<file path="config.mk">
export PLATFORM = sky130hd
export DESIGN_NAME = decodeStage
export DESIGN_NICKNAME = d
export VERILOG_FILES = /design/src/design/decodePkg.sv /design/src/design/regFile.sv /design/src/design/writeDataSelect.sv /design/src/design/branchResolve.sv /design/src/design/decodeStage.sv
export SDC_FILE = /design/constraint.sdc
export NUM_CORES = 1
export LEC_CHECK = 0
export BUFFER_PORTS_ARGS = -buffer_cell sky130_fd_sc_hd__buf_4
export CELL_PAD_IN_SITES_DETAIL_PLACEMENT = 0
export CELL_PAD_IN_SITES_GLOBAL_PLACEMENT = 1
export CORE_ASPECT_RATIO = 1.4
export CORE_MARGIN = 5
export CORE_UTILIZATION = 30
export DETAILED_ROUTE_END_ITERATION = 10
export PLACE_DENSITY_LB_ADDON = 0.1
export SETUP_SLACK_MARGIN = 0.02
export SLEW_MARGIN = 15
export SYNTH_ARGS = -nofsm -noshare
export SYNTH_HDL_FRONTEND = slang
export SYNTH_SLANG_ARGS = --single-unit
</file>
<file path="constraint.sdc">
create_clock -name clk -period 6.46 [get_ports clk]
set_input_delay 1.292 -clock clk [delete_from_list [all_inputs] [get_ports clk]]
set_output_delay 1.292 -clock clk [all_outputs]
set_load 0.1 [all_outputs]
</file>
<file path="src/design/decodePkg.sv">
// Widths, opcode and condition codes and control types shared by every block of the decode stage
`default_nettype none

package decodePkg;

   localparam int dataWidth    = 16;   // Data words, register contents and PC values
   localparam int regAddrWidth = 3;    // Enough to name r0 through r7
   localparam int numRegs      = 8;    // General registers in the register file

   // Major opcode of the conditional branch group (BEQZ, BNEZ, BLTZ, BGEZ)
   localparam logic [2:0] opBranch = 3'b011;

   // Branch conditions as encoded in bits 12:11 of a branch instruction
   localparam logic [1:0] condEqz = 2'b00;   // Taken when rs equals zero
   localparam logic [1:0] condNez = 2'b01;   // Taken when rs is not zero
   localparam logic [1:0] condLtz = 2'b10;   // Taken when rs is negative
   localparam logic [1:0] condGez = 2'b11;   // Taken when rs is zero or positive

   typedef logic [regAddrWidth-1:0] regAddrT;   // Register index
   typedef logic [dataWidth-1:0]    dataT;      // One data word

   // The instruction word in decode is read two ways
   // Both views place rs in bits 10:8 so read port 1 needs no mux
   typedef union packed {
      struct packed {
         logic [4:0] opcode;   // Full five-bit opcode
         regAddrT    rs;       // First source, goes to read port 1
         regAddrT    rt;       // Second source, goes to read port 2
         logic [4:0] tail;     // Rd and function bits, decoded outside this stage
      } regForm;
      struct packed {
         logic [2:0] group;    // Equals opBranch for the conditional branches
         logic [1:0] cond;     // One of the four cond codes above
         regAddrT    rs;       // Register that is tested
         logic [7:0] disp;     // Displacement, extended by the immediate logic
      } branchForm;
   } instrWordT;

   // Controls of the register write port, produced by the writeback side
   typedef struct packed {
      logic    en;     // Store writeData at the next rising edge
      logic    lbi;    // Load-byte-immediate takes imm as write data
      logic    link;   // Jump-and-link takes the return address as write data
      regAddrT addr;   // Destination register
   } writeCtrlT;

   // Flow controls from the main decoder
   typedef struct packed {
      logic bFlag;   // Treat the instruction as a branch even outside the group
      logic jFlag;   // Unconditional jump request
      logic halt;    // Processor is halting, never redirect the PC
   } flowCtrlT;

endpackage

`default_nettype wire

</file>
<file path="src/design/regFile.sv">
// Eight-entry register file that serves both read ports of the decode stage and takes one write per clock
`default_nettype none

module regFile (
   input  wire                logic clk,
   input  wire                logic arstN,
   input  decodePkg::regAddrT rdAddr1,     // Usually rs
   input  decodePkg::regAddrT rdAddr2,     // Usually rt
   input  wire                logic wrEn,
   input  decodePkg::regAddrT wrAddr,
   input  decodePkg::dataT    writeData,
   output decodePkg::dataT    rdData1,
   output decodePkg::dataT    rdData2
);

   import decodePkg::*;

   dataT regs [numRegs];   // r0 is an ordinary register here, not hardwired to zero

   // Both reads are plain array lookups with no bypass
   // A write in this cycle becomes visible only after the edge
   assign rdData1 = regs[rdAddr1];
   assign rdData2 = regs[rdAddr2];

   // Whole file clears on reset so reads after reset are defined
   always_ff @(posedge clk or negedge arstN) begin
      if (!arstN) begin
         for (int i = 0; i < numRegs; i++) begin
            regs[i] <= '0;
         end
      end else if (wrEn) begin
         regs[wrAddr] <= writeData;   // Single write port, one register per cycle
      end
   end

endmodule

`default_nettype wire

</file>
<file path="src/design/writeDataSelect.sv">
// Picks the register write data from writeback, the immediate or the link return address
`default_nettype none

module writeDataSelect (
   input  wire             logic clk,
   input  wire             logic arstN,
   input  decodePkg::dataT pc,          // Fetch PC, one instruction ahead of decode
   input  decodePkg::dataT imm,         // Already extended immediate
   input  decodePkg::dataT writeback,   // Result from the writeback stage
   input  wire             logic lbi,
   input  wire             logic link,
   output decodePkg::dataT writeData
);

   import decodePkg::*;

   dataT pcInstr;      // PC of the instruction now in decode
   dataT returnAddr;   // Address of the instruction after it

   // Fetch has already moved on, so the PC of the decoded instruction
   // is what fetch showed at the previous edge
   always_ff @(posedge clk or negedge arstN) begin
      if (!arstN) begin
         pcInstr <= '0;
      end else begin
         pcInstr <= pc;
      end
   end

   assign returnAddr = pcInstr + dataT'(2);   // Instructions are two bytes wide

   // Link has priority over lbi, writeback is the default source
   always_comb begin
      if (link) begin
         writeData = returnAddr;
      end else if (lbi) begin
         writeData = imm;
      end else begin
         writeData = writeback;
      end
   end

endmodule

`default_nettype wire

</file>
<file path="src/design/branchResolve.sv">
// Resolves the zero and sign branches and the jump request into the PC-select level for fetch
`default_nettype none

module branchResolve (
   input  decodePkg::instrWordT instr,
   input  decodePkg::dataT      rsData,   // Contents of rs from read port 1
   input  decodePkg::flowCtrlT  flow,
   output logic                 pcSel     // High to take the branch or jump target
);

   import decodePkg::*;

   logic zeroFlag;
   logic signFlag;
   logic taken;          // Outcome of the condition alone
   logic branchApplies;  // Instruction counts as a branch or jump

   assign zeroFlag = (rsData == '0);
   assign signFlag = rsData[dataWidth-1];   // Two's complement sign bit

   // The condition field is only meaningful for branches, the gating below
   // keeps it from mattering for anything else
   always_comb begin
      case (instr.branchForm.cond)
         condEqz: taken = zeroFlag;    // BEQZ
         condNez: taken = !zeroFlag;   // BNEZ
         condLtz: taken = signFlag;    // BLTZ
         condGez: taken = !signFlag;   // BGEZ
         default: taken = 1'b0;
      endcase
   end

   // The decoder may flag jumps through bFlag even though their opcode
   // lies outside the branch group
   assign branchApplies = (instr.branchForm.group == opBranch) || flow.bFlag;

   // Halt wins over everything so a halting core never redirects
   assign pcSel = branchApplies && !flow.halt && (taken || flow.jFlag);

endmodule

`default_nettype wire

</file>
<file path="src/design/decodeStage.sv">
// Top level of the decode stage that joins the register file, write data select and branch logic
`default_nettype none

module decodeStage (
   input  wire                  logic clk,
   input  wire                  logic arstN,
   input  decodePkg::instrWordT instr,       // Instruction held in decode
   input  decodePkg::dataT      imm,         // Extended immediate for lbi
   input  decodePkg::dataT      writeback,   // Value returning from writeback
   input  decodePkg::dataT      pc,          // Current fetch PC
   input  decodePkg::writeCtrlT wrCtrl,      // Register write controls
   input  decodePkg::flowCtrlT  flow,        // Branch, jump and halt controls
   output decodePkg::dataT      reg1Data,
   output decodePkg::dataT      reg2Data,
   output logic                 pcSel
);

   import decodePkg::*;

   regAddrT rs;          // First source register
   regAddrT rt;          // Second source register
   dataT    writeData;   // Data for the register write port

   // Register fields come from the ALU view of the word
   assign rs = instr.regForm.rs;
   assign rt = instr.regForm.rt;

   writeDataSelect uWriteDataSelect (
      .clk       (clk),
      .arstN     (arstN),
      .pc        (pc),
      .imm       (imm),
      .writeback (writeback),
      .lbi       (wrCtrl.lbi),
      .link      (wrCtrl.link),
      .writeData (writeData)
   );

   regFile uRegFile (
      .clk       (clk),
      .arstN     (arstN),
      .rdAddr1   (rs),
      .rdAddr2   (rt),
      .wrEn      (wrCtrl.en),
      .wrAddr    (wrCtrl.addr),
      .writeData (writeData),
      .rdData1   (reg1Data),
      .rdData2   (reg2Data)
   );

   // Branches test rs, which is what read port 1 already returns
   branchResolve uBranchResolve (
      .instr  (instr),
      .rsData (reg1Data),
      .flow   (flow),
      .pcSel  (pcSel)
   );

endmodule

`default_nettype wire

</file>
==> summary.md <==
| Metric | Value |
|---|---|
| Total grt overflow | `0` |
| Tcrit/Tclk final | `0.8372` |
| Clock slew at reported path FFs | `60 ps` |
| Slew @ Worst Pin | `roughly 1000 ps` |
| Critical path type | `input pin to output port` |
| I/O pins | `between 100 and 150` |
| Via density | `5.134` |
| DRC Markers | `0` |
| Rows | `68` |
| Combinational Power Share | `0.306` |
| Post-cts sizing count | `0` |
| Commonest non-fill, non-tap cells in the layout | `144 x dfrtp_1, 136 x nand2_1, 128 x o21ai_0, 113 x buf_4, 47 x mux2i_1` |
| Postcts setup bufs | `0` |
| Final setup violation count | `0` |
| Area occupied by multi-input gates | `between 3000 and 4000 sq um` |
| Critical Path RT | `5170 ps` |
| Ratio of cells with drive above 1 in the final layout | `0.2857` |
| Critical path launch point type | `input pin` |
| Data arrival, critical path | `4120 ps` |
| Register area | `approximately 3600 sq um` |
| Internal Pwr Total | `roughly 2.1 mW` |
| Status | `completed` |
| Total GRT Usage | `0.1689` |
| Peak VDD IR | `0.0001893 V` |
| Core Area | `roughly 25000 sq um` |
| Warnings, synthesis | `0` |
| Synth Instances | `around 700` |
| H-tree depth | `4` |
| WL per Instance | `about 21 um` |
| Hold Buf Count CTS | `0` |
| RSZ-0062 raised after global routing | `false` |
| Synth Register Bits | `about 140` |
| Post-synthesis cell type count | `between 40 and 50` |
| Post-Synthesis Cell Area | `7555 sq um` |
| Die Ht | `between 150 and 200 um` |
| CTS Buf Count | `17` |
| CTS tree | `done` |
| Final hold vios | `0` |
| CTS sink count | `about 140` |
| GPL Wtd Cong | `between 0.7 and 0.8` |
| R2R Setup Slk | `4140 ps` |
| Die footprint | `roughly 29000 sq um` |
| Power Total | `3.267 mW` |
| Clock period minus worst slack | `approximately 5400 ps` |
| Final Skew | `~6.5 ps` |
| Final Non-Filler Cells | `1113` |
| # placed instances | `approximately 1100` |
| Worst Reg-to-Reg Cells | `7` |
| Drt first pass iters | `5` |
| Post-synthesis sequential area ratio | `0.4770` |
| Worst min path class | `register to register` |
| CTS root buf | `clkbuf_16` |
| Wirelength, routed | `about 23 mm` |
| Peak Freq | `about 180 MHz` |
| Slack of the critical path | `~1100 ps` |
| Area Overhead vs Synth | `21.98%` |
| Critical path endpoint category | `output port` |
| Slew Limit Fails | `0` |
| # port buffers | `just over 100` |
| Skew-Pair Late Insertion Delay | `~420 ps` |
| # fillers | `2480` |
| Sw frac | `0.3580` |
| Vias in the first global route | `a little over 6000` |
| Worst-case clock buffer depth | `2` |
| Number of diodes | `0` |
| Vias | `5714` |
| Avg Cell Area, Syn | `around 11 sq um` |
| Max-cap violation count | `0` |
| NetSw | `~1.2 mW` |
| Starting density of the core | `0.3051` |
| Commonest non-fill, non-tap cell in the layout | `dfrtp_1` |
| Flop pwr share | `0.366` |
| Post-Syn Nets | `just under 800` |
| Leak | `about 4.1 nW` |
| Slew margin rel. | `0.3269` |
| CP Max Fanout | `30` |
| Largest net degree at the start of global routing | `between 70 and 80` |
| Post-layout nets | `about 860` |
| First-pass GRT wire length | `35.79 mm` |
| Clock share of power | `0.328` |
| Final HPWL DP | `between 15 and 20 mm` |
| Worst slack, placed | `slightly above 900 ps` |
| Die X | `~140 um` |
| Setup TNS | `0 ps` |
| ANT nets after route | `0` |
| PD cells | `about 350 nW/um^2` |
| Initial antenna violation count | `0` |
| Number of DRC markers in iteration 0 | `around 360` |
| Hold Path Depth | `2` |
## metrics by stage
stage | hold WS [ps] | utilization | area (sq um)
2_1_floorplan | 459.7 | - | 7566
3_3_place_gp | 475.9 | 0.3466 | 8582
3_5_place_dp | 488.3 | 0.3466 | 8582
4_1_cts | 501.8 | 0.3722 | 9215
5_1_grt | 525.5 | 0.3722 | 9215
6_report | 502.7 | 0.3722 | 9215
## layer usage
layer	wire, um	vias up	GRT usage
met3	1253	34	0.03769
met4	561	0	0.05687
met2	11430	175	0.2837
met1	9722	2797	0.2146
met5	0	-	0
li1	-	2708	-
## logic make-up after synthesis
family | share of synthesized area
AND/OR/NAND/NOR | 0.1108
AO/OA/AOI/OAI | 0.1285
flip-flops | 0.4770
multiplexers | 0.2327
buffers and inverters | 0.03428
XOR/XNOR | 0.01507
adder cells (fa/ha/maj) | 0.001656
## sequential cells by signal, indices dropped and copies added, names as in the netlist
signal and count:
uRegFile.regs 128, uWriteDataSelect.pcInstr 16
## power groups by stage
stage	clock (mW)	sequential, mW	combinational [mW]
2_1_floorplan	0	1.17	0.771
3_5_place_dp	0	1.21	1.01
3_3_place_gp	0	1.19	0.999
4_1_cts	1.10	1.19	1.02
6_report	1.07	1.19	0.999
5_1_grt	1.14	1.22	1.08
## synth_stat cells, drive strengths merged
| cell | count | area, sq um |
|---|---|---|
| dfrtp | 144 | 3603 |
| nand2 | 136 | 510.5 |
| o21ai | 129 | 645.6 |
| mux2i | 47 | 470.5 |
| mux2 | 41 | 476.7 |
| clkbuf | 36 | 136.4 |
| mux4 | 36 | 810.8 |
| nor2 | 23 | 86.33 |
| a21oi | 15 | 75.07 |
| buf | 14 | 111.4 |
| a221o | 12 | 120.1 |
| o22ai | 12 | 75.07 |
| nand3 | 10 | 50.05 |
| xnor2 | 8 | 70.07 |
| nand2b | 5 | 31.28 |
| xor2 | 5 | 43.79 |
| nand4 | 4 | 25.02 |
| nor2b | 4 | 25.02 |
| nor4 | 4 | 43.80 |
| o221ai | 4 | 41.29 |
| inv | 3 | 11.26 |
| and3 | 2 | 12.51 |
| nor4b | 2 | 23.77 |
| a211oi | 1 | 7.510 |
| a31oi | 1 | 6.260 |
| and4b | 1 | 10.01 |
| ha | 1 | 12.51 |
| nor3 | 1 | 5.000 |
| or2 | 1 | 6.260 |
| or4 | 1 | 7.510 |
## final timing paths
path / from / endpoint
max in group asynchronous: arstN / uRegFile.regs[119]
setup reg to reg: uWriteDataSelect.pcInstr[1] / uRegFile.regs[31]
min in group asynchronous: arstN / uRegFile.regs[25]
hold reg to reg: uRegFile.regs[65] / uRegFile.regs[65]
setup / recovery: instr[9] / pcSel
hold / removal: uRegFile.regs[65] / uRegFile.regs[65]
## worst max-delay path, cell delays in order
cell,delay (ps)
buf_4,420
nand2b_1,400
buf_4,300
o22ai_1,130
a221o_1,350
nor4_2,360
nand4_1,210
nor4b_2,300
a211oi_2,80
buf_4,240
## cell type report
type | instances | area share
Tap cell | 315 | 0.04277
Sequential cell | 144 | 0.3910
Clock buffer | 19 | 0.04807
Multi-Input combinational cell | 506 | 0.4030
Clock inverter | 12 | 0.02064
Timing Repair Buffer | 114 | 0.09328
Inverter | 3 | 0.001222
(Power assumes the default switching activity.)
